### config.mk
export PLATFORM = sky130hd
export DESIGN_NAME = cpu_core_flat
export DESIGN_NICKNAME = d
export VERILOG_FILES = /design/src/logic/rv_isa_pkg.sv /design/src/logic/dmem_if.sv /design/src/logic/cpu_core.sv /design/src/logic/alu.sv /design/src/logic/regfile.sv /design/src/logic/decoder.sv /design/src/flat_wrapper.sv
export VERILOG_INCLUDE_DIRS = /design/src /design/src/logic
export SDC_FILE = /design/constraint.sdc
export NUM_CORES = 2
export LEC_CHECK = 0
export BUFFER_PORTS_ARGS = -buffer_cell sky130_fd_sc_hd__buf_2
export CAP_MARGIN = 0
export CORE_MARGIN = 4
export CORE_UTILIZATION = 55
export DETAILED_ROUTE_END_ITERATION = 6
export GPL_TIMING_DRIVEN = 0
export PLACE_DENSITY = 0.79
export SLEW_MARGIN = 5
export SYNTH_ARGS = -nofsm -noshare
export SYNTH_HDL_FRONTEND = slang
export SYNTH_HIERARCHICAL = 1
export SYNTH_SLANG_ARGS = --single-unit
### constraint.sdc
create_clock -name clk -period 10 [get_ports clk]
set_input_delay 1.5 -clock clk [delete_from_list [all_inputs] [get_ports clk]]
set_output_delay 1.5 -clock clk [all_outputs]
set_load 0.005 [all_outputs]
### src/logic/core_consts.svh
/*
  core constants
  data width, reset pc, memory depth and apb address map
*/
`ifndef CORE_CONSTS_SVH
`define CORE_CONSTS_SVH

// data path width
`define XLEN 32
// pc after reset and on start
`define PC_RST 32'h0000_0000

// word memory, byte address bits 9:2 pick a word
`define MEM_WORDS 256
`define MEM_AW 8

// apb map
`define APB_CTRL_ADDR 12'h000
`define APB_PC_ADDR 12'h004
`define APB_MEM_BASE 12'h400

`endif
### src/logic/rv_isa_pkg.sv
/*
  rv32i isa types
  major opcodes, alu operations and the decoded control word
*/
package rv_isa_pkg;

  // major opcodes of the supported subset
  typedef enum logic [6:0] {
    OP_IMM = 7'b0010011,
    OP     = 7'b0110011,
    LUI    = 7'b0110111,
    AUIPC  = 7'b0010111,
    JAL    = 7'b1101111,
    JALR   = 7'b1100111,
    LOAD   = 7'b0000011,
    STORE  = 7'b0100011,
    SYSTEM = 7'b1110011
  } opcode_e;

  // alu operations
  // pass-b serves lui
  typedef enum logic [1:0] {
    ALU_ADD    = 2'd0,
    ALU_SUB    = 2'd1,
    ALU_PASS_B = 2'd2
  } alu_op_e;

  // decoded control, one per instruction
  typedef struct packed {
    alu_op_e alu_op;
    logic    use_imm;
    // operand a from pc (auipc)
    logic    use_pc;
    logic    reg_wen;
    logic    mem_wen;
    logic    mem_ren;
    logic    is_jal;
    logic    is_jalr;
    logic    is_ebreak;
    logic    illegal;
  } ctrl_t;

endpackage

### src/logic/dmem_if.sv
/*
  data memory port of the core
  combinational read, write on the rising edge
*/
`timescale 1ns/1ps
`include "core_consts.svh"

interface dmem_if;
  // byte address from the alu
  logic [`XLEN-1:0] addr;
  logic [`XLEN-1:0] wdata;
  logic             wen;
  logic             ren;
  logic [`XLEN-1:0] rdata;

  modport core (output addr, output wdata, output wen, output ren, input rdata);
  modport mem (input addr, input wdata, input wen, input ren, output rdata);
endinterface

### src/logic/cpu_core.sv
/*
  single cycle rv32i core
  pc register, operand and write-back muxes around decoder, regfile and alu
*/
`timescale 1ns/1ps
`include "core_consts.svh"

module cpu_core (
  input  logic             clk,
  input  logic             rst_n,
  input  logic             run,
  input  logic [31:0]      inst,
  output logic [`XLEN-1:0] pc,
  output logic             halt_req,
  output logic             illegal_req,
  dmem_if.core             dmem
);

  logic [4:0]        rd;
  logic [4:0]        rs1;
  logic [4:0]        rs2;
  logic [`XLEN-1:0]  imm;
  rv_isa_pkg::ctrl_t ctrl;
  logic [`XLEN-1:0]  rdata_a;
  logic [`XLEN-1:0]  rdata_b;
  logic [`XLEN-1:0]  op_a;
  logic [`XLEN-1:0]  op_b;
  logic [`XLEN-1:0]  alu_y;
  logic [`XLEN-1:0]  wb_data;
  logic [`XLEN-1:0]  pc_q;
  logic [`XLEN-1:0]  pc_plus4;
  logic [`XLEN-1:0]  pc_next;
  logic              run_d;
  logic              halt;
  logic              commit;

  decoder u_decoder (
    .inst (inst),
    .rd   (rd),
    .rs1  (rs1),
    .rs2  (rs2),
    .imm  (imm),
    .ctrl (ctrl)
  );

  // first run cycle fetches from the reset pc
  assign pc       = (run && !run_d) ? `PC_RST : pc_q;
  assign pc_plus4 = pc + 32'd4;

  // ebreak and illegal retire without side effects
  assign halt        = ctrl.is_ebreak || ctrl.illegal;
  assign commit      = run && !halt;
  assign halt_req    = run && halt;
  assign illegal_req = run && ctrl.illegal;

  // operand muxes
  assign op_a = ctrl.use_pc ? pc : rdata_a;
  assign op_b = ctrl.use_imm ? imm : rdata_b;

  alu u_alu (
    .a  (op_a),
    .b  (op_b),
    .op (ctrl.alu_op),
    .y  (alu_y)
  );

  // jumps link pc + 4, loads take memory data
  always_comb begin
    if (ctrl.is_jal || ctrl.is_jalr) begin
      wb_data = pc_plus4;
    end else if (ctrl.mem_ren) begin
      wb_data = dmem.rdata;
    end else begin
      wb_data = alu_y;
    end
  end

  regfile u_regfile (
    .clk     (clk),
    .rst_n   (rst_n),
    .wen     (ctrl.reg_wen && commit),
    .waddr   (rd),
    .wdata   (wb_data),
    .raddr_a (rs1),
    .raddr_b (rs2),
    .rdata_a (rdata_a),
    .rdata_b (rdata_b)
  );

  // data port, address from rs1 + imm
  assign dmem.addr  = alu_y;
  assign dmem.wdata = rdata_b;
  assign dmem.wen   = ctrl.mem_wen && commit;
  assign dmem.ren   = ctrl.mem_ren && run;

  // next pc, halting instruction keeps its own address
  always_comb begin
    if (halt) begin
      pc_next = pc;
    end else if (ctrl.is_jal) begin
      pc_next = pc + imm;
    end else if (ctrl.is_jalr) begin
      pc_next = {alu_y[`XLEN-1:1], 1'b0};
    end else begin
      pc_next = pc_plus4;
    end
  end

  always_ff @(posedge clk or negedge rst_n) begin
    if (!rst_n) begin
      pc_q  <= `PC_RST;
      run_d <= 1'b0;
    end else begin
      run_d <= run;
      if (run) begin
        pc_q <= pc_next;
      end
    end
  end

endmodule

### src/logic/alu.sv
/*
  alu
  add, subtract or pass operand b through
*/
`timescale 1ns/1ps
`include "core_consts.svh"

module alu (
  input  logic [`XLEN-1:0]  a,
  input  logic [`XLEN-1:0]  b,
  input  rv_isa_pkg::alu_op_e op,
  output logic [`XLEN-1:0]  y
);

  always_comb begin
    case (op)
      rv_isa_pkg::ALU_ADD:    y = a + b;
      rv_isa_pkg::ALU_SUB:    y = a - b;
      // lui, immediate goes straight to rd
      rv_isa_pkg::ALU_PASS_B: y = b;
      default:                y = '0;
    endcase
  end

endmodule

### src/logic/regfile.sv
/*
  32 x 32 register file
  two async read ports, one sync write port, x0 stays zero
*/
`timescale 1ns/1ps
`include "core_consts.svh"

module regfile (
  input  logic             clk,
  input  logic             rst_n,
  input  logic             wen,
  input  logic [4:0]       waddr,
  input  logic [`XLEN-1:0] wdata,
  input  logic [4:0]       raddr_a,
  input  logic [4:0]       raddr_b,
  output logic [`XLEN-1:0] rdata_a,
  output logic [`XLEN-1:0] rdata_b
);

  logic [`XLEN-1:0] regs [32];

  always_ff @(posedge clk or negedge rst_n) begin
    if (!rst_n) begin
      for (int i = 0; i < 32; i++) begin
        regs[i] <= '0;
      end
    end else if (wen && waddr != 5'd0) begin
      // x0 writes dropped
      regs[waddr] <= wdata;
    end
  end

  assign rdata_a = regs[raddr_a];
  assign rdata_b = regs[raddr_b];

endmodule

### src/logic/decoder.sv
/*
  rv32i decoder
  splits the instruction word into register ids, immediate and control
*/
`timescale 1ns/1ps
`include "core_consts.svh"

module decoder (
  input  logic [31:0]        inst,
  output logic [4:0]         rd,
  output logic [4:0]         rs1,
  output logic [4:0]         rs2,
  output logic [`XLEN-1:0]   imm,
  output rv_isa_pkg::ctrl_t  ctrl
);

  rv_isa_pkg::opcode_e opcode;
  logic [2:0]          funct3;
  logic [6:0]          funct7;
  logic [`XLEN-1:0]    imm_i;
  logic [`XLEN-1:0]    imm_s;
  logic [`XLEN-1:0]    imm_u;
  logic [`XLEN-1:0]    imm_j;

  assign opcode = rv_isa_pkg::opcode_e'(inst[6:0]);
  assign funct3 = inst[14:12];
  assign funct7 = inst[31:25];

  // register fields sit at fixed positions
  assign rd  = inst[11:7];
  assign rs1 = inst[19:15];
  assign rs2 = inst[24:20];

  // immediate formats, sign extended from bit 31
  assign imm_i = {{20{inst[31]}}, inst[31:20]};
  assign imm_s = {{20{inst[31]}}, inst[31:25], inst[11:7]};
  assign imm_u = {inst[31:12], 12'b0};
  assign imm_j = {{12{inst[31]}}, inst[19:12], inst[20], inst[30:21], 1'b0};

  always_comb begin
    ctrl        = '0;
    ctrl.alu_op = rv_isa_pkg::ALU_ADD;
    imm         = imm_i;
    case (opcode)
      rv_isa_pkg::OP_IMM: begin
        // addi only
        ctrl.use_imm = 1'b1;
        ctrl.reg_wen = funct3 == 3'b000;
        ctrl.illegal = funct3 != 3'b000;
      end
      rv_isa_pkg::OP: begin
        // add and sub share funct3 000, funct7 picks
        if (funct3 == 3'b000 && funct7 == 7'b0000000) begin
          ctrl.reg_wen = 1'b1;
        end else if (funct3 == 3'b000 && funct7 == 7'b0100000) begin
          ctrl.alu_op  = rv_isa_pkg::ALU_SUB;
          ctrl.reg_wen = 1'b1;
        end else begin
          ctrl.illegal = 1'b1;
        end
      end
      rv_isa_pkg::LUI: begin
        imm          = imm_u;
        ctrl.alu_op  = rv_isa_pkg::ALU_PASS_B;
        ctrl.use_imm = 1'b1;
        ctrl.reg_wen = 1'b1;
      end
      rv_isa_pkg::AUIPC: begin
        imm          = imm_u;
        ctrl.use_imm = 1'b1;
        ctrl.use_pc  = 1'b1;
        ctrl.reg_wen = 1'b1;
      end
      rv_isa_pkg::JAL: begin
        imm          = imm_j;
        ctrl.is_jal  = 1'b1;
        ctrl.reg_wen = 1'b1;
      end
      rv_isa_pkg::JALR: begin
        // target rs1 + imm comes out of the alu
        ctrl.use_imm = 1'b1;
        ctrl.is_jalr = funct3 == 3'b000;
        ctrl.reg_wen = funct3 == 3'b000;
        ctrl.illegal = funct3 != 3'b000;
      end
      rv_isa_pkg::LOAD: begin
        // word loads only
        ctrl.use_imm = 1'b1;
        ctrl.mem_ren = funct3 == 3'b010;
        ctrl.reg_wen = funct3 == 3'b010;
        ctrl.illegal = funct3 != 3'b010;
      end
      rv_isa_pkg::STORE: begin
        imm          = imm_s;
        ctrl.use_imm = 1'b1;
        ctrl.mem_wen = funct3 == 3'b010;
        ctrl.illegal = funct3 != 3'b010;
      end
      rv_isa_pkg::SYSTEM: begin
        // ebreak is one exact encoding, the rest of system is out
        ctrl.is_ebreak = inst == 32'h0010_0073;
        ctrl.illegal   = inst != 32'h0010_0073;
      end
      default: ctrl.illegal = 1'b1;
    endcase
  end

endmodule

### src/flat_wrapper.sv
// flat-port wrapper written by rule: the top's interface ports become plain ports
module cpu_core_flat 
  (clk, rst_n, run, inst, pc, halt_req, illegal_req, dmem_addr, dmem_wdata, dmem_wen, dmem_ren, dmem_rdata);
  dmem_if dmem_i ();
  input  logic clk;
  input  logic rst_n;
  input  logic run;
  input  logic [31:0] inst;
  output logic [`XLEN-1:0] pc;
  output logic halt_req;
  output logic illegal_req;
  output wire logic [$bits(dmem_i.addr)-1:0] dmem_addr;
  output wire logic [$bits(dmem_i.wdata)-1:0] dmem_wdata;
  output wire logic [$bits(dmem_i.wen)-1:0] dmem_wen;
  output wire logic [$bits(dmem_i.ren)-1:0] dmem_ren;
  input wire logic [$bits(dmem_i.rdata)-1:0] dmem_rdata;
  assign dmem_addr = dmem_i.addr;
  assign dmem_wdata = dmem_i.wdata;
  assign dmem_wen = dmem_i.wen;
  assign dmem_ren = dmem_i.ren;
  assign dmem_i.rdata = dmem_rdata;
  cpu_core u_core (.clk(clk), .rst_n(rst_n), .run(run), .inst(inst), .pc(pc), .halt_req(halt_req), .illegal_req(illegal_req), .dmem(dmem_i));
endmodule
==> impl_metrics.json <==
{
  "status": "finished, violations left",
  "crit_type": "in -> out",
  "power_leakage_nw": 36.00,
  "worst_pin_slew_ns": 1.665,
  "synth_ff_type": "dfrtp_1",
  "antenna_found_initial": 10,
  "synth_cell_types": 96,
  "slew_viol_final": 10,
  "finClkSkew_ns": 0.04934,
  "dpl-instance-area_mm2": 0.06937,
  "instances_no_fill": 8094,
  "port_buffers": 163,
  "grt_max_degree": 158,
  "min_to": "u_core/u_regfile/regs[1001]",
  "path_depth": 21,
  "hold_buffers": 0,
  "start_util_pct": 55.36,
  "placedCellCount": 7887,
  "synth_area_mm2": 0.06633,
  "wl_per_cell_um": 31.00,
  "cts_sinks": 1057,
  "nets": 6496,
  "timing.rr.end": "u_core/u_regfile/regs[54]",
  "startpoint": "run",
  "io_pins": 167,
  "drt-initial-drc-count": 6438,
  "violations": "max-capacitance violations, max-slew violations",
  "critPathLaunchType": "input port",
  "ys_warn_count": 6,
  "clkLatencyLatePin_ns": 0.76,
  "worst_ep_arrival_time_ns": 8.37,
  "drc": 0,
  "crit_chain": "buf_2, nand2b_1, buf_2, buf_4, buf_4, buf_2, clkbuf_2, and2_1, mux2_2, inv_1, ha_1, fa_1, nand2b_1, a21oi_1, o31ai_1, o211ai_1, a21oi_1, o31ai_1, xnor2_1, o21ai_0, buf_2",
  "gp_congestion": 1.086,
  "total_power_mw": 11.23,
  "rr_startpoint": "u_core/run_d",
  "drive_above_1_share_pct": 27.56,
  "first_global_vias": 54490,
  "hold_start": "u_core/u_regfile/regs[1001]",
  "fp.dieW_um": 355.3,
  "grt-ovfl-total": 0,
  "fp.dieH_um": 355.3,
  "setup_viol": 0,
  "clk_path_buf_depth": 3,
  "synth_seq_area_share_pct": 39.88,
  "viasPerCell": 6.756,
  "dr.pass1.iters": 7,
  "htreeDepth": 3,
  "routed_wl_um": 250900,
  "p_per_area_mw_per_mm2": 153.1,
  "route.antenna.remaining_nets": 0,
  "ir_drop_mv": 0.1337,
  "cts.root.buffer_cell": "clkbuf_16",
  "rrSetupSlack_ns": 1.21,
  "cts_tree": "yes",
  "hold_depth": 1,
  "maxCapViolations": 2,
  "setup_slack_ns": 0.1319,
  "synth.avg_cell_area_um2": 10.87,
  "dieArea_mm2": 0.1262,
  "mostFrequentLayoutCells": "mux2i_1, dfrtp_1, mux2_2, nand2_1, a21oi_1",
  "whs_ns": 0.4794,
  "core_mm2": 0.1198,
  "final_common_cell": "mux2i_1",
  "finalInstanceArea_mm2": 0.07337,
  "min_period_ns": 9.868,
  "grt_first_pass_wirelength_um": 362100,
  "grt_use_total_pct": 38.73,
  "synth_edf_count": 0,
  "ys_ff_latch": 1057,
  "rows": 127,
  "synthCells": 6105,
  "timing.fmax_ghz": 0.1013,
  "cp-end-kind": "output port",
  "critPathRequiredTime_ns": 8.50,
  "slowest_stage": "clkbuf_2",
  "crit_fanout": 19,
  "cp.buffers_inverters": 8,
  "dp_hpwl_um": 192400,
  "fin_crit_sh_pct": 98.68,
  "r2r_cells": 23,
  "syn_to_final_growth_pct": 10.61,
  "path_delay_family": "buffers and inverters",
  "rsz0062_at_grt": "no",
  "crit_top_cell": "buf_2",
  "max_stage_delay_ns": 0.64,
  "synth_nets": 6215,
  "hold_path_class": "reg -> reg",
  "hold_violations": 0,
  "max-slew-margin-rel_pct": -12.16,
  "async_flop_share_pct": 100.0,
  "cts_inserted_buffers": 110,
  "place_ws_ns": -1.100,
  "path_clk_slew_ns": 0.06,
  "vias": 54690
}
==> metrics by stage <==
stage	setup TNS (ns)	utilization, %
2_1_floorplan	0	-
3_3_place_gp	-	57.73
3_5_place_dp	-318.68	57.90
4_1_cts	0	61.15
5_1_grt	0	61.22
6_report	0	61.24
==> worst max path at each step <==
stage,endpoint
floorplan,dmem_addr[27]
global placement,u_core/u_regfile/regs[1000]
detailed placement,dmem_addr[29]
CTS,dmem_addr[28]
global route,dmem_addr[28]
finish,dmem_addr[22]
==> Yosys cell counts (all sizes together), types with 45 or more instances <==
library cell	instances	area, µm²
and2	45	281.5
a22o	135	1182
clkbuf	313	1182
a31oi	83	519.3
xnor2	62	561.8
dfrtp	1057	26450
mux2i	1063	10640
o21ai	121	605.6
nand3	241	1206
nor3	99	510.5
a21oi	309	1546
mux2	1068	12030
buf	307	2003
a22oi	201	1509
nand2	363	1363
nor2	131	614.3
xor2	55	481.7
==> layer usage <==
layer	share of wire, %	GRT usage [%]	up-vias
met4	7.8	25.90	2
met5	0.0088	0	-
li1	-	-	23040
met1	37	47.73	27350
met3	11	10.65	867
met2	44	59.62	3428
==> state kept, by name, summed over array words and instances, names as in the netlist <==
signal and cells:
u_core/pc_q 32, u_core/run_d 1, u_core/u_regfile/regs 1024
==> cell families (layout without fill, tap and decap cells) <==
logic type	Yosys count	in the layout	synth area share (%)
AOI/OAI and AO/OA	1051	1051	10.54
xor gates and xnor gates	117	117	1.573
adders and majority gates	50	50	0.9394
buffers and inverters	654	1025	4.995
DFF	1057	1057	39.88
muxes	2131	2131	34.17
other	0	6	0
and+or+nand+nor	1045	1045	7.902
==> final cells by class <==
| cell class | count | area (µm²) |
|---|---|---|
| Timing Repair Buffer | 173 | 1046 |
| Multi-Input combinational cell | 4394 | 36690 |
| Inverter | 34 | 127.6 |
| Tap cell | 1612 | 2017 |
| Buffer | 616 | 3298 |
| Fill cell | 9806 | 46440 |
| Antenna cell | 6 | 15.01 |
| Clock inverter | 51 | 539.3 |
| Clock buffer | 151 | 3188 |
| Sequential cell | 1057 | 26450 |
==> timing repair <==
item	in CTS	in global routing
setup endpoints to repair	118	14
pin swaps	2	0
gates cloned	0	0
setup buffers	3	0
resized for setup	56	60
==> worst reg2reg max path, stage by stage (launching register included) <==
cell      delay [ns]
dfrtp_1         0.39
nand2b_1        0.54
buf_2           0.50
buf_4           0.37
buf_4           0.36
buf_2           0.50
clkbuf_2        0.66
and2_1          0.33
mux2_2          0.18
inv_1           0.04
ha_1            0.23
fa_1            0.39
nand2b_1        0.21
a21oi_1         0.33
o31ai_1         0.21
o211ai_1        0.51
a21oi_1         0.28
o31ai_1         0.34
xnor2_1         0.12
o21ai_0         0.48
mux2i_1         0.16
a21oi_1         0.84
clkbuf_1        0.48
mux2_2          0.26
==> power by group <==
part	internal (mW)	switching [mW]
registers	4.29	0.00930
logic	0.685	2.02
clock network	2.37	1.85
Note: power is estimated with default switching activity, not from simulation.
