==> src/logic/core_consts.svh <==
/*
  core constants
  data width, reset pc, memory depth and apb address map
*/
`ifndef CORE_CONSTS_SVH
`define CORE_CONSTS_SVH

// data path width
`define XLEN 32
// pc after reset and on start
`define PC_RST 32'h0000_0000

// word memory, byte address bits 9:2 pick a word
`define MEM_WORDS 256
`define MEM_AW 8

// apb map
`define APB_CTRL_ADDR 12'h000
`define APB_PC_ADDR 12'h004
`define APB_MEM_BASE 12'h400

`endif
==> src/logic/core_pkg.sv <==
/*
  core level types
  host run state and apb register select
*/
package core_pkg;

  // core run state as seen by the host
  typedef enum logic [1:0] {
    ST_IDLE = 2'd0,
    ST_RUN  = 2'd1,
    ST_HALT = 2'd2
  } run_state_e;

  // decoded apb target
  typedef enum logic [1:0] {
    SEL_CTRL = 2'd0,
    SEL_PC   = 2'd1,
    SEL_MEM  = 2'd2,
    SEL_NONE = 2'd3
  } apb_sel_e;

endpackage

==> src/logic/apb_host_ctrl.sv <==
/*
  apb host controller
  zero wait state slave, run/halt state machine, host window into memory
*/
`timescale 1ns/1ps
`include "core_consts.svh"

module apb_host_ctrl (
  input  logic               clk,
  input  logic               rst_n,
  input  logic [11:0]        paddr,
  input  logic               psel,
  input  logic               penable,
  input  logic               pwrite,
  input  logic [31:0]        pwdata,
  output logic [31:0]        prdata,
  output logic               pready,
  output logic               pslverr,
  output logic               run,
  output logic               halted,
  output logic               illegal,
  output logic [`MEM_AW-1:0] host_addr,
  output logic [`XLEN-1:0]   host_wdata,
  output logic               host_wen,
  input  logic [`XLEN-1:0]   host_rdata,
  input  logic [`XLEN-1:0]   pc,
  input  logic               halt_req,
  input  logic               illegal_req
);

  core_pkg::run_state_e state;
  core_pkg::run_state_e state_nxt;
  core_pkg::apb_sel_e   sel;
  logic                 access;
  logic                 ctrl_wr;
  logic [31:0]          rd_data;

  // address decode
  always_comb begin
    if (paddr == `APB_CTRL_ADDR) begin
      sel = core_pkg::SEL_CTRL;
    end else if (paddr == `APB_PC_ADDR) begin
      sel = core_pkg::SEL_PC;
    end else if (paddr >= `APB_MEM_BASE && paddr < (`APB_MEM_BASE + 4 * `MEM_WORDS)) begin
      sel = core_pkg::SEL_MEM;
    end else begin
      sel = core_pkg::SEL_NONE;
    end
  end

  // transfers complete in the access phase
  assign access  = psel && penable;
  assign ctrl_wr = access && pwrite && sel == core_pkg::SEL_CTRL;
  assign pready  = 1'b1;

  // unmapped address, or a memory write while the core runs
  assign pslverr = access && (sel == core_pkg::SEL_NONE ||
                   (sel == core_pkg::SEL_MEM && pwrite && state == core_pkg::ST_RUN));

  // host memory window, blocked during run
  assign host_addr  = paddr[`MEM_AW+1:2];
  assign host_wdata = pwdata;
  assign host_wen   = access && pwrite && sel == core_pkg::SEL_MEM &&
                      state != core_pkg::ST_RUN;

  // ctrl bit 1 forces halt, bit 0 starts from idle or halt
  always_comb begin
    state_nxt = state;
    case (state)
      core_pkg::ST_RUN: begin
        if ((ctrl_wr && pwdata[1]) || halt_req) begin
          state_nxt = core_pkg::ST_HALT;
        end
      end
      default: begin
        if (ctrl_wr && pwdata[1]) begin
          state_nxt = core_pkg::ST_HALT;
        end else if (ctrl_wr && pwdata[0]) begin
          state_nxt = core_pkg::ST_RUN;
        end
      end
    endcase
  end

  always_ff @(posedge clk or negedge rst_n) begin
    if (!rst_n) begin
      state   <= core_pkg::ST_IDLE;
      illegal <= 1'b0;
    end else begin
      state <= state_nxt;
      // sticky until the next start
      if (state != core_pkg::ST_RUN && state_nxt == core_pkg::ST_RUN) begin
        illegal <= 1'b0;
      end else if (state == core_pkg::ST_RUN && illegal_req) begin
        illegal <= 1'b1;
      end
    end
  end

  assign run    = state == core_pkg::ST_RUN;
  assign halted = state == core_pkg::ST_HALT;

  // read mux
  always_comb begin
    case (sel)
      core_pkg::SEL_CTRL: rd_data = {29'b0, illegal, halted, run};
      core_pkg::SEL_PC:   rd_data = pc;
      core_pkg::SEL_MEM:  rd_data = host_rdata;
      default:            rd_data = '0;
    endcase
  end

  // read data captured in setup, valid through the access phase
  always_ff @(posedge clk or negedge rst_n) begin
    if (!rst_n) begin
      prdata <= '0;
    end else if (psel && !penable && !pwrite) begin
      prdata <= rd_data;
    end
  end

endmodule

==> config.mk <==
export PLATFORM = sky130hd
export DESIGN_NAME = apb_host_ctrl
export DESIGN_NICKNAME = d
export VERILOG_FILES = /design/src/logic/core_pkg.sv /design/src/logic/apb_host_ctrl.sv
export VERILOG_INCLUDE_DIRS = /design/src /design/src/logic
export SDC_FILE = /design/constraint.sdc
export NUM_CORES = 1
export LEC_CHECK = 0
export BUFFER_PORTS_ARGS = -buffer_cell sky130_fd_sc_hd__buf_4
export CAP_MARGIN = 10
export CORE_MARGIN = 5
export CORE_UTILIZATION = 41
export DETAILED_ROUTE_END_ITERATION = 16
export HOLD_SLACK_MARGIN = 0.05
export PLACE_DENSITY_LB_ADDON = 0.08
export SYNTH_ARGS = -nofsm -noshare
export SYNTH_HDL_FRONTEND = slang
export SYNTH_SLANG_ARGS = --single-unit
==> constraint.sdc <==
create_clock -name clk -period 2.2 [get_ports clk]
set_input_delay 0.22 -clock clk [delete_from_list [all_inputs] [get_ports clk]]
set_output_delay 0.22 -clock clk [all_outputs]
set_load 0.01 [all_outputs]
==> results.py, run 1 <==
metrics = {
    "status": {
        "run_status": "completed",
    },
    "drt": {
        "via_per_inst": 4.925,
        "wl_per_cell_um": 16.42,
        "drtPass1Iterations": 4,
        "vias": 1837,
        "postRouteAntennaNets": 0,
        "route.detailed.drc": 0,
        "drtIter0Drc": 48,
        "wirelength_mm": 6.126,
    },
    "logic_synthesis": {
        "ys_top_cells_by_count": "42 x buf_4, 35 x dfrtp_1, 34 x nand2_1, 22 x a22oi_1, 21 x o21ai_2",
        "yosysSeqAreaShare": 0.4065,
        "synth.distinct_cells": 29,
        "yosys.area.top_type": "dfrtp_1",
        "ys_ff_latch": 35,
        "ys.warnings.count": 0,
        "syn_inst": 216,
        "syn_area_um2": 2155,
        "yosysTopAreaCellShare": 0.4065,
        "avgSynthCellArea_um2": 9.975,
        "synth_async_sr_flop_share": 1.000,
        "synth.area.top_cells": "dfrtp_1 41%, buf_4 15%, o21ai_2 8.5%",
        "synth-edff-count": 0,
        "syn_nets": 331,
        "synthFlopType": "dfrtp_1",
        "synth_most_common_cell": "buf_4",
    },
    "timing": {
        "tightest_slew_ns": 0.9148,
        "slew_headroom": 0.3885,
        "timing.final.crit_period_ns": 1.816,
        "setup-tns-final_ns": 0,
        "slew_violations": 0,
        "rsz0062_at_grt": "no",
        "finalSetupViolations": 0,
        "max_freq_mhz": 550.8,
        "timing.final.hold_violations": 0,
        "final.period_utilization": 0.8252,
        "skew_ns": 0.003354,
    },
    "min_path": {
        "min-delay-path-class": "in2reg",
        "hold_path_end": "state[1]",
        "hp-start": "halt_req",
        "hold_depth": 3,
    },
    "setup_path": {
        "cp-startpoint": "paddr[0]",
        "timing.rr.end": "prdata[0]",
        "critPathRequiredTime_ns": 1.98,
        "cp.buffers_inverters": 3,
        "path_cells": "buf_4 -> or4_4 -> nor3_4 -> buf_4 -> o21a_1 -> nor2_1 -> buf_4",
        "worst-r2r-cell-count": 4,
        "cpLargestDelayFamily": "simple AND/OR/NAND/NOR gates",
        "max_stage_delay_ns": 0.56,
        "timing.rr.start": "state[0]",
        "cp.arrival_ns": 1.60,
        "r2r_slack_ns": 0.88,
        "cp_slowest_cell": "or4_4",
        "critical_path_class": "in2out",
        "critPathLaunchType": "primary input",
        "worst-path-max-fanout": 6,
        "cp-end-kind": "output port",
        "critPathMostFrequentCell": "buf_4",
    },
    "cells_and_area": {
        "finalNonFillerCells": 373,
        "fillers": 463,
        "insertedDiodeCount": 0,
        "nets": 419,
        "area.growth.synth_to_final_pct": 37.63,
        "final_layout_size_suffix_gt1_frac": 0.6007,
    },
    "global_routing": {
        "antenna_found_initial": 0,
        "grt_pass1_vias": 1792,
        "grt_use_total": 0.1685,
        "grt_pass1_wl_mm": 8.714,
        "grt_max_degree": 37,
        "grt_overflow_total": 0,
    },
    "floorplanning": {
        "dieArea_um2": 6805,
        "pin_count": 193,
        "die_y_um": 82.49,
        "fp.coreArea_um2": 5107,
        "start_util": 0.4219,
        "rows": 26,
        "die_w_um": 82.49,
    },
    "clocking": {
        "cts_sinks": 35,
        "cts_tree": "done",
        "cts_buffers": 5,
        "clock-root-buffer": "clkbuf_8",
        "clockBufferDepth": 2,
        "clk_pin_slew_worst_paths_ns": 0.06,
        "clock_latency_ns": 0.27,
        "cts-htree-levels": 2,
    },
    "power_and_ir_drop": {
        "peakVddDrop_uv": 304.5,
        "p_leak_nw": 1.427,
        "power.density_nw_per_um2": 467.8,
    },
    "flow_run": {
        "maxCapViolCount": 0,
    },
    "placement": {
        "port_buffers": 131,
        "place_inst": 366,
        "dp_hpwl_mm": 4.784,
        "place.gp.congestion": 0.7347,
    },
}
-- cells in the final DEF (no fill, tap or decap) --
master,instances
a21oi_1,2
a22oi_1,22
a22oi_2,10
a32oi_1,1
and3_2,1
buf_12,1
buf_4,134
clkbuf_1,1
clkbuf_8,5
conb_1,1
dfrtp_1,35
dlygate4sd3_1,1
inv_1,2
mux2_2,3
nand2_1,34
nand3_1,1
nor2_1,2
nor2b_1,2
nor2b_4,1
nor3_1,1
nor3_4,1
nor3b_1,1
nor4_4,1
o21a_1,2
o21ai_0,12
o21ai_2,21
o21bai_4,1
or3_1,1
or3b_2,1
or4_4,2
-- metal layers --
layer | part of all wire | vias up | wire length, um | global-route usage
met5 | 0 | - | 0 | 0
met4 | 0.020 | 0 | 124 | 0.06536
met1 | 0.35 | 818 | 2136 | 0.1916
li1 | - | 890 | - | -
met2 | 0.49 | 107 | 2995 | 0.2813
met3 | 0.14 | 22 | 870 | 0.06941
-- sequential cells by signal (all words and copies together), names as in the netlist --
name     cells
prdata      32
state        2
illegal      1
-- through the flow --
step	hold slack [ns]	utilization	power, mW	instance area (um2)	setup WS (ns)
after floorplan	-0.07559	-	0.8561	2155	0.6229
after global placement	0.1984	0.5644	0.9862	2883	0.3858
after detailed placement	0.2074	0.5644	0.9901	2883	0.3716
after CTS	0.1895	0.5806	1.411	2965	0.3759
after global routing	0.1928	0.5806	1.464	2965	0.3289
final	0.1993	0.5806	1.387	2965	0.3845
-- worst max path at each step --
stage	cells after the start	to	slack, ns
floorplan	5	prdata[3]	0.62
global placement	7	pslverr	0.39
detailed placement	5	prdata[22]	0.37
CTS	7	pslverr	0.38
global route	5	pslverr	0.33
finish	7	pslverr	0.38
-- cells by family after synthesis --
kind of cell           count (synthesis)  share of synthesized area
DFF                                   35                     0.4065
AOI/OAI and AO/OA                     71                     0.2724
buffers and inverters                 57                     0.1858
other                                  1                   0.001740
muxes                                  3                    0.01568
and+or+nand+nor                       49                     0.1179
-- layout make-up --
class                   count  area (um2)  share of cell area
well taps                  70       87.58             0.02954
flip-flops and latches     35       875.8              0.2954
repair buffers            136        1036              0.3494
clock buffers               6       72.57             0.02447
inverters                   2       7.507            0.002532
multi-input cells         124       885.9              0.2987
-- worst min-delay path, stage by stage --
cell and delay, ns:
buf_4 0.08, a32oi_1 0.05, o21ai_0 0.08
-- power by group --
part | switching, mW | internal (mW)
Combinational | 0.124 | 0.172
Clock | 0.202 | 0.211
Sequential | 0.0120 | 0.666
-- timing repair --
item | in CTS | in global routing
resized for setup | 0 | 0
hold buffers | 1 | 0
buffers inserted | 0 | 0
endpoints found under the hold margin | 35 | 0
No activity file was read; power rests on OpenSTA's default activity.
==> run 2, diff against run 1 <==
--- a/config.mk
+++ b/config.mk
@@ -6,10 +6,11 @@
 export SDC_FILE = /design/constraint.sdc
 export NUM_CORES = 1
 export LEC_CHECK = 0
+export ABC_AREA = 1
 export BUFFER_PORTS_ARGS = -buffer_cell sky130_fd_sc_hd__buf_4
 export CAP_MARGIN = 10
 export CORE_MARGIN = 5
-export CORE_UTILIZATION = 41
+export CORE_UTILIZATION = 39
 export DETAILED_ROUTE_END_ITERATION = 16
 export HOLD_SLACK_MARGIN = 0.05
 export PLACE_DENSITY_LB_ADDON = 0.08
==> constraint.sdc (replaced) <==
create_clock -name clk -period 1.8 [get_ports clk]
set_input_delay 0.18 -clock clk [delete_from_list [all_inputs] [get_ports clk]]
set_output_delay 0.18 -clock clk [all_outputs]
set_load 0.01 [all_outputs]
==> run 2 against run 1 <==
  * Routed wire length rose by 7.5%
  * Highest routed layer unchanged
  * Register-to-register slack got worse by 0.27 ns
  * Non-clock buffer count rose by 3
  * Critical path type is now reg2out
==> results.py, run 2 <==
metrics = {
    "setup_path": {
        "cp.buffers_inverters": 2,
        "path_cells": "nor2_1 -> inv_1 -> o22ai_1 -> buf_4",
        "cp.arrival_ns": 1.43,
        "critical_path_class": "reg2out",
        "critPathRequiredTime_ns": 1.62,
        "critPathLaunchType": "flip-flop",
        "cpLargestDelayFamily": "flip-flops",
        "cp_slowest_cell": "dfrtp_1",
        "worst-path-max-fanout": 5,
        "cp-end-kind": "output port",
        "max_stage_delay_ns": 0.42,
    },
    "placement": {
        "place.gp.congestion": 0.8289,
        "dp_hpwl_mm": 4.972,
        "port_buffers": 131,
        "dpl_cell_area_um2": 3053,
    },
    "global_routing": {
        "grt_pass1_wl_mm": 10.69,
        "grt_use_total": 0.1744,
        "grt_max_degree": 36,
        "grt_pass1_vias": 2271,
        "antenna_found_initial": 0,
        "grt_overflow_total": 0,
    },
    "timing": {
        "max_freq_mhz": 620.0,
        "finalSetupViolations": 0,
        "timing.final.crit_period_ns": 1.613,
        "final.period_utilization": 0.8961,
        "timing.final.hold_violations": 0,
        "slew_headroom": 0.3454,
        "skew_ns": 0.0007356,
        "rsz0062_at_grt": "no",
        "setup-tns-final_ns": 0,
        "slew_violations": 0,
        "tightest_slew_ns": 0.9809,
    },
    "drt": {
        "route.detailed.drc": 0,
        "via_per_inst": 4.578,
        "drtIter0Drc": 61,
        "drtPass1Iterations": 4,
        "postRouteAntennaNets": 0,
        "wl_per_cell_um": 13.05,
        "wirelength_mm": 6.588,
        "vias": 2312,
    },
    "logic_synthesis": {
        "avgSynthCellArea_um2": 6.880,
        "synth.distinct_cells": 23,
        "syn_inst": 339,
        "synth_most_common_cell": "nand2_1",
        "synth_async_sr_flop_share": 1.000,
        "syn_nets": 454,
        "synth-edff-count": 0,
        "synth.area.top_cells": "dfrtp_1 38%, nand2_1 27%, buf_4 14%",
        "yosys.area.top_type": "dfrtp_1",
        "ys.warnings.count": 0,
        "ys_ff_latch": 35,
        "ys_top_cells_by_count": "167 x nand2_1, 44 x buf_4, 37 x nand3_1, 35 x dfrtp_1, 16 x inv_1",
        "syn_area_um2": 2332,
        "yosysTopAreaCellShare": 0.3755,
        "yosysSeqAreaShare": 0.3755,
        "synthFlopType": "dfrtp_1",
    },
    "floorplanning": {
        "die_y_um": 87.33,
        "pin_count": 193,
        "fp.coreArea_um2": 5851,
        "die_w_um": 87.33,
        "dieArea_um2": 7627,
        "start_util": 0.3986,
        "rows": 28,
    },
    "clocking": {
        "clk_pin_slew_worst_paths_ns": 0.07,
        "cts_tree": "done",
        "clock_latency_ns": 0.28,
        "cts_buffers": 5,
        "post_cts_buffers": 0,
        "cts-htree-levels": 2,
        "clock-root-buffer": "clkbuf_8",
        "cts_resized": 0,
        "cts_sinks": 35,
        "clockBufferDepth": 2,
    },
    "cells_and_area": {
        "reg_top3": "prdata: 32 flops, state: 2 flops, illegal: 1 flops",
        "largest_register_ffs": 32,
        "final_layout_size_suffix_gt1_frac": 0.3512,
        "area.growth.synth_to_final_pct": 34.82,
        "mostFrequentLayoutCells": "167 x nand2_1, 138 x buf_4, 37 x nand3_1, 35 x dfrtp_1, 16 x inv_1",
        "insertedDiodeCount": 0,
        "nets": 544,
        "design_area_um2": 3144,
        "mostFrequentLayoutCell": "nand2_1",
        "largest_register": "prdata",
    },
    "power_and_ir_drop": {
        "power_frac_seq": 0.467,
        "power.density_nw_per_um2": 602.4,
        "clkPwrFrac": 0.287,
        "p_leak_nw": 1.895,
        "pwr-share-comb": 0.246,
        "power.switching_mw": 0.5170,
        "intPower_mw": 1.377,
        "netSwitchingFraction": 0.2730,
        "peakVddDrop_uv": 272.1,
        "power.total_mw": 1.894,
    },
    "flow_run": {
        "maxCapViolCount": 0,
    },
    "min_path": {
        "min-delay-path-class": "in2reg",
    },
    "status": {
        "run_status": "completed",
    },
}
## run 2: layout make-up
class | instances | area, um2
Inverter | 16 | 60.06
Fill cell | 641 | 2706
Clock inverter | 1 | 5.005
Timing Repair Buffer | 139 | 1046
Sequential cell | 35 | 875.8
Tap cell | 75 | 93.84
Clock buffer | 7 | 76.32
Multi-Input combinational cell | 232 | 987.2
## run 2: repair_timing
item,in CTS,in global routing
hold endpoints to repair,35,0
hold buffers,1,0
setup endpoints to repair,0,0
## run 2: final timing paths
check | from | end | slack, ns | cells after the start
max in group asynchronous | rst_n | prdata[9] | 1.07 | 2
worst max-delay path | state[1] | pslverr | 0.19 | 4
worst max register to register | state[1] | state[0] | 0.61 | 6
worst min-delay path | halt_req | state[0] | 0.18 | 4
worst min register to register | prdata[16] | prdata[16] | 0.48 | 2
min in group asynchronous | rst_n | prdata[6] | 0.41 | 2
## run 2: worst register-to-register path: cells and delay by family (launching register included)
| family | cells | cell delay (ns) |
|---|---|---|
| AO/OA/AOI/OAI | 1 | 0.06 |
| buffers and inverters | 2 | 0.17 |
| flip-flops | 1 | 0.42 |
| AND/OR/NAND/NOR | 3 | 0.44 |
## run 2: metal layers
metal,GRT usage,wire (um)
met5,0,0
met4,0.04184,59
met3,0.06244,663
met2,0.2760,2955
met1,0.2274,2909
## run 2: cells by family after synthesis
family,share of synthesized area
AND/OR/NAND/NOR,0.4040
buffers and inverters,0.2012
AO/OA/AOI/OAI,0.01770
flip-flops,0.3755
other,0.001608
## run 2: power by group through the flow
stage	sequential [mW]	combinational [mW]	clock, mW
6_report	0.885	0.465	0.544
5_1_grt	0.893	0.515	0.608
4_1_cts	0.885	0.474	0.569
3_5_place_dp	0.899	0.471	0
3_3_place_gp	0.899	0.467	0
2_1_floorplan	0.925	0.218	0
## run 2: through the flow
step | setup WS (ns) | utilization | hold slack (ns) | instances
detailed placement | 0.3510 | 0.5218 | 0.1669 | 496
finish | 0.1871 | 0.5374 | 0.1807 | 505
CTS | 0.1487 | 0.5374 | 0.1703 | 505
floorplan | 0.5558 | - | -0.1156 | 339
global route | 0.06272 | 0.5374 | 0.1890 | 505
global placement | 0.3788 | 0.5218 | 0.1660 | 496
==> run 3, diff against run 2 <==
--- a/config.mk
+++ b/config.mk
@@ -6,11 +6,10 @@
 export SDC_FILE = /design/constraint.sdc
 export NUM_CORES = 1
 export LEC_CHECK = 0
-export ABC_AREA = 1
 export BUFFER_PORTS_ARGS = -buffer_cell sky130_fd_sc_hd__buf_4
 export CAP_MARGIN = 10
 export CORE_MARGIN = 5
-export CORE_UTILIZATION = 39
+export CORE_UTILIZATION = 38
 export DETAILED_ROUTE_END_ITERATION = 16
 export HOLD_SLACK_MARGIN = 0.05
 export PLACE_DENSITY_LB_ADDON = 0.08
==> run 3 against run 2 <==
  * Setup slack worse by 0.039 ns
  * Sequential cell count unchanged
  * Critical path type is now in2out
  * Highest routed layer unchanged
  * Largest cell class unchanged
  * Clock power up 28%
  * Die area down 4.6%
  * Non-clock buffer count up 2
  * Critical path depth up 2
==> results.py, run 3 (same netlist as run 1, synthesis figures left out) <==
metrics = {
    "global_routing": {
        "grt_overflow_total": 0,
        "grt_pass1_wl_mm": 9.894,
        "grt_use_total": 0.1670,
        "grt_max_degree": 37,
        "antenna_found_initial": 0,
        "grt_pass1_vias": 1932,
    },
    "timing": {
        "setup_ws_ns": 0.1476,
        "max_freq_mhz": 605.2,
        "setup-tns-final_ns": 0,
        "rsz0062_at_grt": "no",
        "finalSetupViolations": 0,
        "skew_ns": 0.002246,
        "holdWs_ns": 0.1310,
        "timing.final.hold_violations": 0,
        "timing.final.crit_period_ns": 1.652,
        "final.period_utilization": 0.9180,
        "slew_violations": 0,
    },
    "clocking": {
        "clk_pin_slew_worst_paths_ns": 0.07,
        "clock_latency_ns": 0.28,
        "cts_tree": "done",
        "cts_buffers": 5,
        "cts_resized": 0,
        "clockBufferDepth": 2,
        "clock-root-buffer": "clkbuf_8",
        "cts-htree-levels": 2,
        "cts_sinks": 35,
    },
    "status": {
        "run_status": "completed",
    },
    "floorplanning": {
        "die_w_um": 85.30,
        "fp.coreArea_um2": 5507,
        "die_y_um": 85.30,
        "rows": 27,
        "dieArea_um2": 7276,
        "start_util": 0.3913,
        "pin_count": 193,
    },
    "setup_path": {
        "r2r_slack_ns": 0.60,
        "critPathRequiredTime_ns": 1.62,
        "worst-path-max-fanout": 3,
        "cp-startpoint": "paddr[0]",
        "worst-r2r-cell-count": 4,
        "cp.arrival_ns": 1.47,
        "critPathLaunchType": "primary input",
        "timing.rr.end": "prdata[0]",
        "timing.rr.start": "state[0]",
        "cp-end-kind": "output port",
        "critical_path_class": "in2out",
    },
    "cells_and_area": {
        "fillers": 523,
        "design_area_um2": 3045,
        "nets": 424,
        "reg_top3": "prdata: 32 flops, state: 2 flops, illegal: 1 flops",
        "insertedDiodeCount": 0,
        "final_layout_size_suffix_gt1_frac": 0.6129,
        "largest_register": "prdata",
        "largest_register_ffs": 32,
        "mostFrequentLayoutCells": "139 x buf_4, 35 x dfrtp_1, 34 x nand2_1, 22 x a22oi_1, 21 x o21ai_2",
        "area.growth.synth_to_final_pct": 41.35,
        "mostFrequentLayoutCell": "buf_4",
    },
    "power_and_ir_drop": {
        "power.density_nw_per_um2": 620.5,
        "peakVddDrop_uv": 421.3,
        "power.total_mw": 1.890,
        "p_leak_nw": 1.476,
    },
    "min_path": {
        "hold_path_end": "state[1]",
        "min-delay-path-class": "in2reg",
        "hold_depth": 3,
        "hp-start": "halt_req",
    },
    "placement": {
        "place.gp.congestion": 0.7640,
        "pre_cts_slack_ns": 0.02040,
        "dpl_cell_area_um2": 2923,
        "dp_hpwl_mm": 5.060,
        "port_buffers": 131,
    },
    "drt": {
        "vias": 1885,
        "drtPass1Iterations": 4,
        "route.detailed.drc": 0,
        "wirelength_mm": 6.272,
        "postRouteAntennaNets": 0,
        "drtIter0Drc": 34,
        "via_per_inst": 4.935,
        "wl_per_cell_um": 16.42,
    },
    "flow_run": {
        "maxCapViolCount": 0,
    },
}
==> run 3: worst max-delay path by stage <==
stage	endpoint	cells past startpoint	slack (ns)
2_1_floorplan	prdata[3]	5	0.26
4_1_cts	pslverr	6	0.14
6_report	pslverr	6	0.15
3_5_place_dp	prdata[19]	6	0.02
5_1_grt	pslverr	6	0.1
3_3_place_gp	prdata[20]	6	0.08
==> run 3: worst max-delay path, cell delays in order <==
cell and delay, ns:
buf_4 0.11, or4_4 0.56, nor3_4 0.27, o21a_1 0.17
nor2_1 0.04, buf_4 0.14
==> run 3: repair_timing <==
item,4_1_cts,5_1_grt
setup buffers,0,0
endpoints found under the hold margin,35,0
hold buffers,1,0
==> run 3: area by class of cell <==
type                    count  area (um2)  share of cell area
multi-input cells         124       885.9              0.2909
clock inverters             3       43.79             0.01438
clock buffers               5       68.82             0.02260
repair buffers            141        1074              0.3525
well taps                  72       90.09             0.02958
flip-flops and latches     35       875.8              0.2876
inverters                   2       7.507            0.002465
==> run 3: per-layer routing <==
layer | track usage | wire, um | up-vias
li1 | - | - | 912
met5 | 0 | 0 | -
met4 | 0.04604 | 102 | 0
met3 | 0.07767 | 809 | 22
met2 | 0.2881 | 3159 | 104
met1 | 0.1841 | 2200 | 847
==> run 3: per-stage QoR <==
step,util,instances
6_report,0.5531,382
5_1_grt,0.5531,382
4_1_cts,0.5531,382
3_5_place_dp,0.5308,373
3_3_place_gp,0.5308,373
2_1_floorplan,-,216
==> run 3: where the power goes <==
| group | leakage [nW] | total (mW) | internal (mW) | switching [mW] |
|---|---|---|---|---|
| Sequential | 0.479 | 0.827 | 0.813 | 0.0140 |
| Clock | 0.0581 | 0.696 | 0.412 | 0.284 |
| Combinational | 0.939 | 0.366 | 0.214 | 0.152 |
| Total | 1.48 | 1.89 | 1.44 | 0.450 |
